`src/hw/rr_pkg.sv`:
```
package rr_pkg;

  ////////////////////////////////////////////////////////////////////////////
  // Widths that carry a meaning
  ////////////////////////////////////////////////////////////////////////////

  // Write address of one channel transaction
  typedef logic [15:0] addr_t;

  // Write data of one channel transaction
  typedef logic [31:0] data_t;

  // Channel index, 0 is ocl and 1 is sda
  typedef logic [0:0] chan_id_t;

  // Number of entries that left on the log stream
  typedef logic [15:0] count_t;

  // Config port address
  typedef logic [7:0] cfg_addr_t;

  ////////////////////////////////////////////////////////////////////////////
  // Signal groups
  ////////////////////////////////////////////////////////////////////////////

  // One write transaction toward the user circuit
  typedef struct packed {
    addr_t addr;
    data_t data;
  } wr_req_t;

  // Log and replay stream entry
  // Channel id sits on top so the host can route without unpacking
  typedef struct packed {
    chan_id_t chan;
    wr_req_t  req;
  } log_entry_t;

  // Record/replay mode
  // Bit 1 is replay_en, bit 0 is record_en
  typedef struct packed {
    logic replay_en;
    logic record_en;
  } rr_mode_t;

  ////////////////////////////////////////////////////////////////////////////
  // CSR map
  ////////////////////////////////////////////////////////////////////////////

  // Mode register, bits 1:0
  localparam cfg_addr_t CSR_MODE_ADDR = 8'h00;

  // Logged-entry count, read only
  localparam cfg_addr_t CSR_COUNT_ADDR = 8'h04;

endpackage
```
`src/hw/rr_top.sv`:
```
module rr_top #(
  parameter int NUM_CHANNELS = 2,
  parameter int MODE_STAGES  = 3
) (
  input  logic                                      clk,
  input  logic                                      i_rst,
  // Shell side, one lane per channel
  input  logic              [NUM_CHANNELS-1:0]      i_sh_valid,
  input  rr_pkg::wr_req_t   [NUM_CHANNELS-1:0]      i_sh_req,
  output logic              [NUM_CHANNELS-1:0]      o_sh_ready,
  // User circuit side
  output logic              [NUM_CHANNELS-1:0]      o_cl_valid,
  output rr_pkg::wr_req_t   [NUM_CHANNELS-1:0]      o_cl_req,
  input  logic              [NUM_CHANNELS-1:0]      i_cl_ready,
  // Log stream toward the host
  output logic                                      o_log_valid,
  output rr_pkg::log_entry_t                        o_log_entry,
  input  logic                                      i_log_ready,
  // Replay stream from the host
  input  logic                                      i_replay_valid,
  input  rr_pkg::log_entry_t                        i_replay_entry,
  output logic                                      o_replay_ready,
  // Config port
  input  logic                                      i_cfg_wr,
  input  logic                                      i_cfg_rd,
  input  rr_pkg::cfg_addr_t                         i_cfg_addr,
  input  rr_pkg::data_t                             i_cfg_wdata,
  output rr_pkg::data_t                             o_cfg_rdata
);
  import rr_pkg::*;

  // Staged mode, same cycle at every channel
  rr_mode_t mode;

  // Decoder slots toward the loggers
  logic       [NUM_CHANNELS-1:0] rp_valid;
  wr_req_t    [NUM_CHANNELS-1:0] rp_req;
  logic       [NUM_CHANNELS-1:0] rp_ready;

  // Logger slots toward the merge
  logic       [NUM_CHANNELS-1:0] lg_valid;
  log_entry_t [NUM_CHANNELS-1:0] lg_entry;
  logic       [NUM_CHANNELS-1:0] lg_ready;

  // Entries handed to the host so far
  count_t log_count;

  ////////////////////////////////////////////////////////////////////////////
  // Control plane
  ////////////////////////////////////////////////////////////////////////////
  rr_csrs #(
    .MODE_STAGES(MODE_STAGES)
  ) u_csrs (
    .clk         (clk),
    .i_rst       (i_rst),
    .i_cfg_wr    (i_cfg_wr),
    .i_cfg_rd    (i_cfg_rd),
    .i_cfg_addr  (i_cfg_addr),
    .i_cfg_wdata (i_cfg_wdata),
    .i_log_count (log_count),
    .o_cfg_rdata (o_cfg_rdata),
    .o_mode      (mode)
  );

  ////////////////////////////////////////////////////////////////////////////
  // Replay stream fan-out by channel id
  ////////////////////////////////////////////////////////////////////////////
  rr_replay_decoder #(
    .NUM_CHANNELS(NUM_CHANNELS)
  ) u_replay_decoder (
    .clk            (clk),
    .i_rst          (i_rst),
    .i_mode         (mode),
    .i_replay_valid (i_replay_valid),
    .i_replay_entry (i_replay_entry),
    .i_cl_ready_rp  (rp_ready),
    .o_replay_ready (o_replay_ready),
    .o_rp_valid     (rp_valid),
    .o_rp_req       (rp_req)
  );

  // One logger per channel, tagged with its own index
  for (genvar c = 0; c < NUM_CHANNELS; c++) begin : g_chan
    rr_channel_logger u_logger (
      .clk         (clk),
      .i_rst       (i_rst),
      .i_mode      (mode),
      .i_sh_valid  (i_sh_valid[c]),
      .i_sh_req    (i_sh_req[c]),
      .i_rp_valid  (rp_valid[c]),
      .i_rp_req    (rp_req[c]),
      .i_cl_ready  (i_cl_ready[c]),
      .i_chan      (chan_id_t'(c)),
      .i_log_ready (lg_ready[c]),
      .o_sh_ready  (o_sh_ready[c]),
      .o_rp_ready  (rp_ready[c]),
      .o_cl_valid  (o_cl_valid[c]),
      .o_cl_req    (o_cl_req[c]),
      .o_log_valid (lg_valid[c]),
      .o_log_entry (lg_entry[c])
    );
  end

  ////////////////////////////////////////////////////////////////////////////
  // Log stream merge
  ////////////////////////////////////////////////////////////////////////////
  rr_log_merge #(
    .NUM_CHANNELS(NUM_CHANNELS)
  ) u_log_merge (
    .clk         (clk),
    .i_rst       (i_rst),
    .i_valid     (lg_valid),
    .i_entry     (lg_entry),
    .i_log_ready (i_log_ready),
    .o_ready     (lg_ready),
    .o_log_valid (o_log_valid),
    .o_log_entry (o_log_entry),
    .o_count     (log_count)
  );

endmodule

```
`src/hw/rr_replay_decoder.sv`:
```
module rr_replay_decoder #(
  parameter int NUM_CHANNELS = 2
) (
  input  logic                                clk,
  input  logic                                i_rst,
  input  rr_pkg::rr_mode_t                    i_mode,
  input  logic                                i_replay_valid,
  input  rr_pkg::log_entry_t                  i_replay_entry,
  // Loggers' replay ready
  input  logic             [NUM_CHANNELS-1:0] i_cl_ready_rp,
  output logic                                o_replay_ready,
  output logic             [NUM_CHANNELS-1:0] o_rp_valid,
  output rr_pkg::wr_req_t  [NUM_CHANNELS-1:0] o_rp_req
);
  import rr_pkg::*;

  // Per-channel holding slots
  logic    [NUM_CHANNELS-1:0] slot_valid;
  wr_req_t [NUM_CHANNELS-1:0] slot_req;

  // Stream entry accepted this cycle
  logic accept;

  // Slot load and drain strobes
  logic [NUM_CHANNELS-1:0] load;
  logic [NUM_CHANNELS-1:0] drain;

  // Target slot must be free, and nothing moves outside replay
  assign o_replay_ready = i_mode.replay_en && !slot_valid[i_replay_entry.chan];
  assign accept         = i_replay_valid && o_replay_ready;

  ////////////////////////////////////////////////////////////////////////////
  // Holding slots
  ////////////////////////////////////////////////////////////////////////////
  for (genvar c = 0; c < NUM_CHANNELS; c++) begin : g_slot
    // Fill needs an empty slot, drain a full one
    assign load[c]  = accept && (int'(i_replay_entry.chan) == c);
    assign drain[c] = slot_valid[c] && i_cl_ready_rp[c];

    always_ff @(posedge clk) begin
      if (i_rst) begin
        slot_valid[c] <= 1'b0;
      end else if (load[c]) begin
        slot_valid[c] <= 1'b1;
      end else if (drain[c]) begin
        slot_valid[c] <= 1'b0;
      end
    end

    always_ff @(posedge clk) begin
      if (load[c]) begin
        slot_req[c] <= i_replay_entry.req;
      end
    end
  end

  // Presented to the logger the cycle after acceptance
  assign o_rp_valid = slot_valid;
  assign o_rp_req   = slot_req;

  // Host trace must only name channels that exist
  a_chan_in_range : assert property (
    @(posedge clk) disable iff (i_rst)
    accept |-> int'(i_replay_entry.chan) < NUM_CHANNELS
  );

endmodule

```
`src/hw/rr_log_merge.sv`:
```
module rr_log_merge #(
  parameter int NUM_CHANNELS = 2
) (
  input  logic                                  clk,
  input  logic                                  i_rst,
  input  logic               [NUM_CHANNELS-1:0] i_valid,
  input  rr_pkg::log_entry_t [NUM_CHANNELS-1:0] i_entry,
  input  logic                                  i_log_ready,
  output logic               [NUM_CHANNELS-1:0] o_ready,
  output logic                                  o_log_valid,
  output rr_pkg::log_entry_t                    o_log_entry,
  output rr_pkg::count_t                        o_count
);
  import rr_pkg::*;

  // Output register may take a new entry
  logic load_ok;

  // Lowest offering channel and its entry
  logic       [NUM_CHANNELS-1:0] grant;
  logic                          found;
  log_entry_t                    sel_entry;

  assign load_ok = !o_log_valid || i_log_ready;

  // Fixed priority with channel 0 first
  always_comb begin
    found     = 1'b0;
    grant     = '0;
    sel_entry = i_entry[0];
    for (int c = 0; c < NUM_CHANNELS; c++) begin
      if (i_valid[c] && !found) begin
        found     = 1'b1;
        grant[c]  = 1'b1;
        sel_entry = i_entry[c];
      end
    end
  end

  // Grant only when the register can take it
  assign o_ready = load_ok ? grant : '0;

  ////////////////////////////////////////////////////////////////////////////
  // Output register and counter
  ////////////////////////////////////////////////////////////////////////////
  always_ff @(posedge clk) begin
    if (i_rst) begin
      o_log_valid <= 1'b0;
    end else if (load_ok) begin
      o_log_valid <= found;
    end
  end

  // Holds while the host stalls
  always_ff @(posedge clk) begin
    if (load_ok && found) begin
      o_log_entry <= sel_entry;
    end
  end

  // Counts entries as they leave toward the host
  always_ff @(posedge clk) begin
    if (i_rst) begin
      o_count <= '0;
    end else if (o_log_valid && i_log_ready) begin
      o_count <= o_count + count_t'(1);
    end
  end

  // A logger slot stays offered until the merge grants it
  a_offer_held : assert property (
    @(posedge clk) disable iff (i_rst)
    ($past(i_valid & ~o_ready) & ~i_valid) == '0
  );

endmodule

```
`src/hw/rr_channel_logger.sv`:
```
module rr_channel_logger (
  input  logic               clk,
  input  logic               i_rst,
  input  rr_pkg::rr_mode_t   i_mode,
  // Shell source
  input  logic               i_sh_valid,
  input  rr_pkg::wr_req_t    i_sh_req,
  // Replay source from the decoder slot
  input  logic               i_rp_valid,
  input  rr_pkg::wr_req_t    i_rp_req,
  // User circuit back-pressure
  input  logic               i_cl_ready,
  // Own channel id
  input  rr_pkg::chan_id_t   i_chan,
  // Merge grant for this channel
  input  logic               i_log_ready,
  output logic               o_sh_ready,
  output logic               o_rp_ready,
  output logic               o_cl_valid,
  output rr_pkg::wr_req_t    o_cl_req,
  output logic               o_log_valid,
  output rr_pkg::log_entry_t o_log_entry
);
  import rr_pkg::*;

  // Selected source
  logic    src_valid;
  wr_req_t src_req;

  // Channel held while recording and the slot is occupied
  logic blocked;

  // Completed transfer into the user circuit
  logic fire;

  // One-entry log slot
  logic       slot_valid;
  log_entry_t slot_entry;

  ////////////////////////////////////////////////////////////////////////////
  // Source select, shell or replay
  ////////////////////////////////////////////////////////////////////////////
  assign src_valid = i_mode.replay_en ? i_rp_valid : i_sh_valid;
  assign src_req   = i_mode.replay_en ? i_rp_req   : i_sh_req;

  assign blocked = i_mode.record_en && slot_valid;

  // Straight combinational path unless held back by a full slot
  assign o_cl_valid = src_valid && !blocked;
  assign o_cl_req   = src_req;

  // Ready goes back only to the source in use
  // Shell sees ready low for the whole replay
  assign o_sh_ready = !i_mode.replay_en && i_cl_ready && !blocked;
  assign o_rp_ready = i_mode.replay_en && i_cl_ready && !blocked;

  assign fire = o_cl_valid && i_cl_ready;

  ////////////////////////////////////////////////////////////////////////////
  // Log capture
  ////////////////////////////////////////////////////////////////////////////

  // Capture only happens with the slot empty, so fill and drain never collide
  always_ff @(posedge clk) begin
    if (i_rst) begin
      slot_valid <= 1'b0;
    end else if (fire && i_mode.record_en) begin
      slot_valid <= 1'b1;
    end else if (i_log_ready) begin
      slot_valid <= 1'b0;
    end
  end

  // Entry tagged with the channel it went out on
  always_ff @(posedge clk) begin
    if (fire && i_mode.record_en) begin
      slot_entry <= '{chan: i_chan, req: src_req};
    end
  end

  assign o_log_valid = slot_valid;
  assign o_log_entry = slot_entry;

  // Source must hold its request until the user circuit takes it
  a_cl_req_stable : assert property (
    @(posedge clk) disable iff (i_rst)
    o_cl_valid && !i_cl_ready |=> $stable(o_cl_req)
  );

endmodule

```
`src/hw/rr_csrs.sv`:
```
module rr_csrs #(
  parameter int MODE_STAGES = 3
) (
  input  logic              clk,
  input  logic              i_rst,
  input  logic              i_cfg_wr,
  input  logic              i_cfg_rd,
  input  rr_pkg::cfg_addr_t i_cfg_addr,
  input  rr_pkg::data_t     i_cfg_wdata,
  input  rr_pkg::count_t    i_log_count,
  output rr_pkg::data_t     o_cfg_rdata,
  output rr_pkg::rr_mode_t  o_mode
);
  import rr_pkg::*;

  // Mode as written by the host
  rr_mode_t mode_q;

  // Staging pipe, last stage feeds every channel
  rr_mode_t [MODE_STAGES-1:0] mode_pipe;

  // Read data before the output register
  data_t rdata_d;

  ////////////////////////////////////////////////////////////////////////////
  // Mode register
  ////////////////////////////////////////////////////////////////////////////

  // Writes are always accepted, only bits 1:0 are kept
  always_ff @(posedge clk) begin
    if (i_rst) begin
      mode_q <= '0;
    end else if (i_cfg_wr && i_cfg_addr == CSR_MODE_ADDR) begin
      mode_q <= rr_mode_t'(i_cfg_wdata[1:0]);
    end
  end

  // Mode reaches all loggers and the decoder in one and the same cycle
  // Total delay from write strobe is MODE_STAGES+1
  always_ff @(posedge clk) begin
    if (i_rst) begin
      mode_pipe <= '0;
    end else begin
      mode_pipe[0] <= mode_q;
      for (int s = 1; s < MODE_STAGES; s++) begin
        mode_pipe[s] <= mode_pipe[s-1];
      end
    end
  end

  assign o_mode = mode_pipe[MODE_STAGES-1];

  ////////////////////////////////////////////////////////////////////////////
  // Readback
  ////////////////////////////////////////////////////////////////////////////

  // Address decode, holes read as zero
  always_comb begin
    case (i_cfg_addr)
      CSR_MODE_ADDR:  rdata_d = data_t'(mode_q);
      CSR_COUNT_ADDR: rdata_d = data_t'(i_log_count);
      default:        rdata_d = '0;
    endcase
  end

  // Data is valid the cycle after the read strobe
  always_ff @(posedge clk) begin
    if (i_cfg_rd) begin
      o_cfg_rdata <= rdata_d;
    end
  end

  // Host side contract, config reads and writes are separate transfers
  a_no_rd_wr_overlap : assert property (
    @(posedge clk) disable iff (i_rst)
    !(i_cfg_wr && i_cfg_rd)
  );

endmodule

```
`config.mk`:
```
export PLATFORM = sky130hd
export DESIGN_NAME = rr_top
export DESIGN_NICKNAME = d
export VERILOG_FILES = /design/src/hw/rr_pkg.sv /design/src/hw/rr_top.sv /design/src/hw/rr_replay_decoder.sv /design/src/hw/rr_log_merge.sv /design/src/hw/rr_channel_logger.sv /design/src/hw/rr_csrs.sv
export SDC_FILE = /design/constraint.sdc
export NUM_CORES = 1
export LEC_CHECK = 0
export ABC_AREA = 1
export ABC_CLOCK_PERIOD_IN_PS = 5100
export BUFFER_PORTS_ARGS = -buffer_cell sky130_fd_sc_hd__buf_2
export CAP_MARGIN = 20
export CELL_PAD_IN_SITES_DETAIL_PLACEMENT = 0
export CELL_PAD_IN_SITES_GLOBAL_PLACEMENT = 1
export CORE_UTILIZATION = 41
export DETAILED_ROUTE_END_ITERATION = 8
export PLACE_DENSITY = 0.91
export SLEW_MARGIN = 20
export SYNTH_ARGS = -nofsm -noshare
export SYNTH_HDL_FRONTEND = slang
export SYNTH_SLANG_ARGS = --single-unit
```
`constraint.sdc`:
```
create_clock -name clk -period 5.1 [get_ports clk]
set_clock_uncertainty 0.15 [all_clocks]
set_input_delay 0 -clock clk [delete_from_list [all_inputs] [get_ports clk]]
set_output_delay 0 -clock clk [all_outputs]
set_load 0.005 [all_outputs]
```
Word-level counts from Yosys, hierarchy flattened
Cells that the tools add are included.

cells by class
  eq/ne operators = 1
  bitwise gates (word level) = 1
  add/sub/neg operators = 1
  $lt $le $gt $ge = 1
  multiplexer cells = 20
  reductions and logical operators = 38

operator list
  operator               number
  $mux 48                2
  $mux 49                1
  $pmux 16 s2            1
  $logic_and 1x1->1      26
  $add 16x1->16 const B  1
  $mux 1                 15
  $eq 8x3->1 const B     1
  $logic_not 8->1        1
  $reduce_bool 2->1      4
  $logic_not 1->1        6
  $lt 1x2->1 const B     1
  $mux 2                 1
  $logic_or 1x1->1       1
  $not 1->1              1

storage, ports and cells
  input port bits = 195
  output and inout bits = 183
  register bits after elaboration = 302
  word-level logic and storage cells = 88

Longest topological paths before layout
  depth in word-level cells = 7
  mapped depth = 8
  mapped depth without buffers = 7

Hierarchy
A second synthesis with hierarchy kept.

unflattened totals
  cell total of the unflattened synthesis = 902
  area, all modules = 11421.0 um^2

modules (own cells, without submodules)
  module             seq. area each (um^2)  cells each  area each (um^2)  instances
  rr_channel_logger  1491.4                 222         2182.1            2
  rr_replay_decoder  2922.8                 113         2989.1            1
  rr_log_merge       1811.7                 232         2905.3            1
  rr_csrs            640.6                  111         1154.9            1
  rr_top             0.0                    2           7.5               1

Worst setup path before layout
No wires, ideal clock.

  path kind = reg2reg
  from = register g_chan[0].u_logger.slot_valid
  to = register, netlist name u_log_merge.o_log_entry[0]
  arrival = 2.555 ns
  slack = 1.938 ns
  period minus slack after synthesis = 3.162 ns
  buffers on the path = 0
  library setup time = 0.457 ns
  cell stages (with the launch flop) = 3
  required time = 4.493 ns
  cell sequence = dfxtp_1 nor2_1 nor2_1

between the ends
  cells in the longest elaborated chain, start to end = 5

ends and longest elaborated chain
  what                    RTL line                 text
  start, declared         rr_channel_logger.sv:37  logic slot_valid;
  start signal, assigned  rr_channel_logger.sv:66  slot_valid <= 1'b0;
  start signal, assigned  rr_channel_logger.sv:68  slot_valid <= 1'b1;
  start signal, assigned  rr_channel_logger.sv:70  slot_valid <= 1'b0;
  $mux 1 *                rr_log_merge.sv:32       if (i_valid[c] && !found) begin
  $logic_not 1->1         rr_log_merge.sv:32
  $logic_and 1x1->1       rr_log_merge.sv:32
  $mux 1 *                rr_log_merge.sv:32
  $logic_and 1x1->1 *     rr_log_merge.sv:56       if (load_ok && found) begin

Every way passes the cells marked *; elsewhere a longest branch is shown, timed or not.
A chain may end at the register's enable or synchronous reset.

Final worst setup path
  from = register u_csrs.mode_pipe, in the netlist u_csrs.o_mode[1]
  to = register g_chan[1].u_logger.slot_valid

between the ends
  cells in the longest elaborated chain, start to end = 5
  elaborated cells on any way between the ends = 6
  classes of those cells = mux (2); reduce/logical (4)

ends and longest elaborated chain
  what                                                RTL line                 text
  start, declared                                     rr_csrs.sv:20            rr_mode_t [MODE_STAGES-1:0] mode_pipe;
  start signal, assigned by index                     rr_csrs.sv:46            mode_pipe[s] <= mode_pipe[s-1];
  $mux 1 *                                            rr_channel_logger.sv:43  assign src_valid = i_mode.replay_en ? i_rp_valid : i_sh_valid;
  $logic_and 1x1->1 *                                 rr_channel_logger.sv:49  assign o_cl_valid = src_valid && !blocked;
  $logic_and 1x1->1 *                                 rr_channel_logger.sv:57  assign fire = o_cl_valid && i_cl_ready;
  $logic_and 1x1->1 *                                 rr_channel_logger.sv:67  end else if (fire && i_mode.record_en) begin
  $mux 1 / $reduce_bool 2->1 (equally long branches)  n/a
  end signal, assigned                                rr_channel_logger.sv:66
  end signal, assigned                                rr_channel_logger.sv:68
  end signal, assigned                                rr_channel_logger.sv:70
  end, declared                                       rr_channel_logger.sv:37

Marked as above.

==> impl_metrics.xml <==
<?xml version="1.0" encoding="UTF-8"?>
<metrics>
  <group name="worst_setup_path">
    <metric name="endpoint_kind" unit="">flop</metric>
    <metric name="data_required_time_at_the_worst_endpoint" unit="ns">5.44</metric>
    <metric name="worst_setup_path_start_kind" unit="">flop</metric>
    <metric name="worstSetupPathType" unit="">flop to flop</metric>
    <metric name="cp.arrival" unit="ns">3.45</metric>
    <metric name="critPathMaxFanout" unit="">99</metric>
  </group>
  <group name="routing">
    <metric name="drc" unit="">0</metric>
    <metric name="dr_total_vias" unit="">8735</metric>
    <metric name="antenna_violating_nets_left" unit="">0</metric>
    <metric name="drt_iter0_markers" unit="">559</metric>
    <metric name="detail_route.wl_per_cell" unit="um">16.52</metric>
    <metric name="detailed_router_iteration_count_before_antenna_repair" unit="">4</metric>
    <metric name="postRouteWirelength" unit="mm">30.42</metric>
    <metric name="routed_via_density" unit="">4.745</metric>
  </group>
  <group name="sta">
    <metric name="worst_hold_slack" unit="ns">0.03194</metric>
    <metric name="timing.final.ws_setup" unit="ns">1.990</metric>
    <metric name="min_period" unit="ns">3.110</metric>
    <metric name="timing_max_transition_violations_final" unit="">0</metric>
    <metric name="max_freq" unit="MHz">321.6</metric>
    <metric name="setup_viol" unit="">0</metric>
    <metric name="slew_headroom" unit="%">31.82</metric>
    <metric name="hold_violations" unit="">0</metric>
    <metric name="max_slew.worst_pin.slew" unit="ns">1.023</metric>
    <metric name="finalSetupTns" unit="ns">0</metric>
    <metric name="period_utilization_post_route" unit="%">60.97</metric>
    <metric name="rsz_0062_raised_after_global_routing" unit="">no</metric>
  </group>
  <group name="run">
    <metric name="maxCapViolations" unit="">0</metric>
  </group>
  <group name="cells_and_area">
    <metric name="seqCellArea" unit="mm2">0.008302</metric>
    <metric name="fin_area" unit="mm2">0.01581</metric>
    <metric name="final_nets" unit="">1671</metric>
    <metric name="multi_input_area" unit="mm2">0.002444</metric>
    <metric name="nFillCells" unit="">2110</metric>
    <metric name="layout.cells.most_common" unit="">nand2_1</metric>
    <metric name="fraction_of_layout_instances_using_a_drive_strength_above_1" unit="%">27.22</metric>
    <metric name="area_delta_synth_final" unit="%">41.44</metric>
    <metric name="most-common-layout-cells" unit="">nand2_1 (470), buf_2 (331), edfxtp_1 (257)</metric>
    <metric name="final_cell_count_no_fill" unit="">1841</metric>
  </group>
  <group name="floorplanning">
    <metric name="io-pin-count" unit="">378</metric>
    <metric name="initial_utilization" unit="%">41.59</metric>
    <metric name="die-area" unit="mm2">0.02793</metric>
    <metric name="core_region_area" unit="mm2">0.02688</metric>
    <metric name="die_h" unit="um">167.1</metric>
    <metric name="floorplan.rows" unit="">60</metric>
    <metric name="chipWidth" unit="um">167.1</metric>
  </group>
  <group name="clocking">
    <metric name="clk_latency" unit="ns">0.55</metric>
    <metric name="numCtsBuffers" unit="">30</metric>
    <metric name="cts_tree" unit="">done</metric>
    <metric name="cts.path.max_buffers" unit="">3</metric>
    <metric name="cell_chosen_for_the_clock_root" unit="">clkbuf_16</metric>
    <metric name="cts-htree-levels" unit="">1</metric>
    <metric name="cts_repair_resize_count" unit="">0</metric>
    <metric name="post-cts-setup-buffer-count" unit="">0</metric>
    <metric name="cts_num_sinks" unit="">286</metric>
    <metric name="clkTransAtPathRegs" unit="ns">0.06</metric>
  </group>
  <group name="status">
    <metric name="run_status" unit="">completed</metric>
  </group>
  <group name="worst_hold_path">
    <metric name="hp-class" unit="">primary input to flop</metric>
  </group>
  <group name="power_and_ir_drop">
    <metric name="max-vdd-ir-drop" unit="uV">302.1</metric>
    <metric name="p_leak" unit="nW">6.741</metric>
    <metric name="power-per-cell-area" unit="mW/mm2">324.3</metric>
  </group>
  <group name="place">
    <metric name="finalWeightedCongestion" unit="">0.8555</metric>
    <metric name="detailedPlacementHpwl" unit="mm">18.63</metric>
    <metric name="dp_cells" unit="">1614</metric>
    <metric name="dpl-instance-area" unit="mm2">0.01306</metric>
    <metric name="placement.setup.worst_slack" unit="ns">1.962</metric>
    <metric name="io_buffer_count" unit="">331</metric>
  </group>
  <group name="synthesis">
    <metric name="syn_inst" unit="">975</metric>
    <metric name="synthDominantAreaCellType" unit="">edfxtp_1</metric>
    <metric name="synth.distinct_cells" unit="">28</metric>
    <metric name="yosys_register_bits" unit="">286</metric>
    <metric name="yosys-top-cells-area" unit="">edfxtp_1 (69%), nand2_1 (16%), dfxtp_1 (5.2%), nor2_1 (1.6%), buf_4 (1.5%)</metric>
    <metric name="netlist_area" unit="mm2">0.01118</metric>
    <metric name="synth_largest_type_area_fraction" unit="%">69.05</metric>
    <metric name="synth-warning-count" unit="">0</metric>
    <metric name="synth_seq_area_share" unit="%">74.24</metric>
    <metric name="synth_area_per_cell" unit="um2">11.46</metric>
  </group>
  <group name="global_route">
    <metric name="first_global_vias" unit="">8803</metric>
    <metric name="grt.overflow.total" unit="">0</metric>
    <metric name="grt_antenna_before_repair" unit="">1</metric>
    <metric name="grt_first_pass_wirelength" unit="mm">46.35</metric>
    <metric name="grt_util_all_layers" unit="%">21.50</metric>
    <metric name="grt_start_max_net_pins" unit="">100</metric>
  </group>
</metrics>
## power by group
part	internal, W	switching, W	leakage, nW	total (W)
Sequential	0.00255	0.00000134	2.57	0.00255
Combinational	0.000169	0.000124	3.67	0.000293
Clock	0.00140	0.000883	0.506	0.00229
Total	0.00412	0.00101	6.74	0.00513
## layer usage
| metal | part of all wire (%) | global-route usage [%] | vias to the layer above | routed length, um |
|---|---|---|---|---|
| met3 | 6.0 | 3.994 | 93 | 1834 |
| met5 | 0 | 0 | - | 0 |
| met2 | 51 | 38.88 | 368 | 15520 |
| met1 | 39 | 24.42 | 4077 | 11780 |
| li1 | - | - | 4197 | - |
| met4 | 4.2 | 10.43 | 0 | 1285 |
## critical path, stage by stage, from the launching register on
cell and delay (ns):
dfxtp_4 0.34, buf_4 0.77, o21ai_0 0.25, nor2_2 0.14, nand3_1 0.12, dlygate4sd3_1 0.58
a21oi_1 0.14, dlygate4sd3_1 0.55
## area by class of cell
type / count / share of cell area [%]
clock buffer: 33 / 4.954
clock inverter: 23 / 1.686
antenna: 1 / 0.01583
multi-input combinational: 604 / 15.46
inverter: 44 / 1.053
sequential: 286 / 52.51
tap: 341 / 2.699
timing repair buffer: 509 / 21.62
## repair_timing
action / 4_1_cts / 5_1_grt
hold buffers: 170 / 0
setup endpoints to repair: 0 / 0
endpoints found under the hold margin: 267 / 0
## cell families after synthesis
kind of cell	after synthesis	share of synthesized area (%)
compound gates	31	1.466
fa+ha+maj	1	0.1119
buf+inv	100	4.467
flops	286	74.24
other cells	1	0.03355
simple gates	556	19.68
## sequential cells by signal, summed over array words and instances, names as in the netlist
register and cells:
u_log_merge.o_count 16, u_log_merge.o_log_valid 1, u_csrs.o_cfg_rdata 16, u_replay_decoder.o_rp_req 96, u_csrs.mode_pipe 4, u_replay_decoder.o_rp_valid 2
u_csrs.mode_q 2, g_chan.u_logger.o_log_entry 96, u_csrs.o_mode 2, g_chan.u_logger.o_log_valid 2, u_log_merge.o_log_entry 49
## worst paths after layout
kind | from | to | slack, ns | cells past startpoint
worst max-delay path | u_csrs.o_mode[1]$_SDFF_PP0_ | g_chan[1].u_logger.o_log_valid$_SDFFE_PP0P_ | 1.99 | 7
worst min-delay path | i_replay_entry[6] | u_replay_decoder.o_rp_req[54]$_DFFE_PP_ | 0.03 | 2
worst max register to register | u_csrs.o_mode[1]$_SDFF_PP0_ | g_chan[1].u_logger.o_log_valid$_SDFFE_PP0P_ | 1.99 | 7
worst min register to register | u_csrs.mode_pipe[3]$_SDFF_PP0_ | u_csrs.o_mode[1]$_SDFF_PP0_ | 0.24 | 2
## Yosys cell counts (all sizes together)
cell and count:
o21bai 1, conb 1, nor3 4, nand3 12
ha 1, nand3b 2, inv 44, clkbuf 7
nor3b 2, a211oi 1, edfxtp 257, nand2 472
o21ai 13, a21oi 16, buf 49, nand4 7
nor2 57, dfxtp 29
## metrics by stage
step	total power, W	utilization (%)
after global placement	0.002784	48.58
after CTS	0.005169	58.81
after global routing	0.005279	58.82
after detailed placement	0.002787	48.58
after floorplan	0.002666	-
final	0.005128	58.82
(Power assumes the default switching activity.)
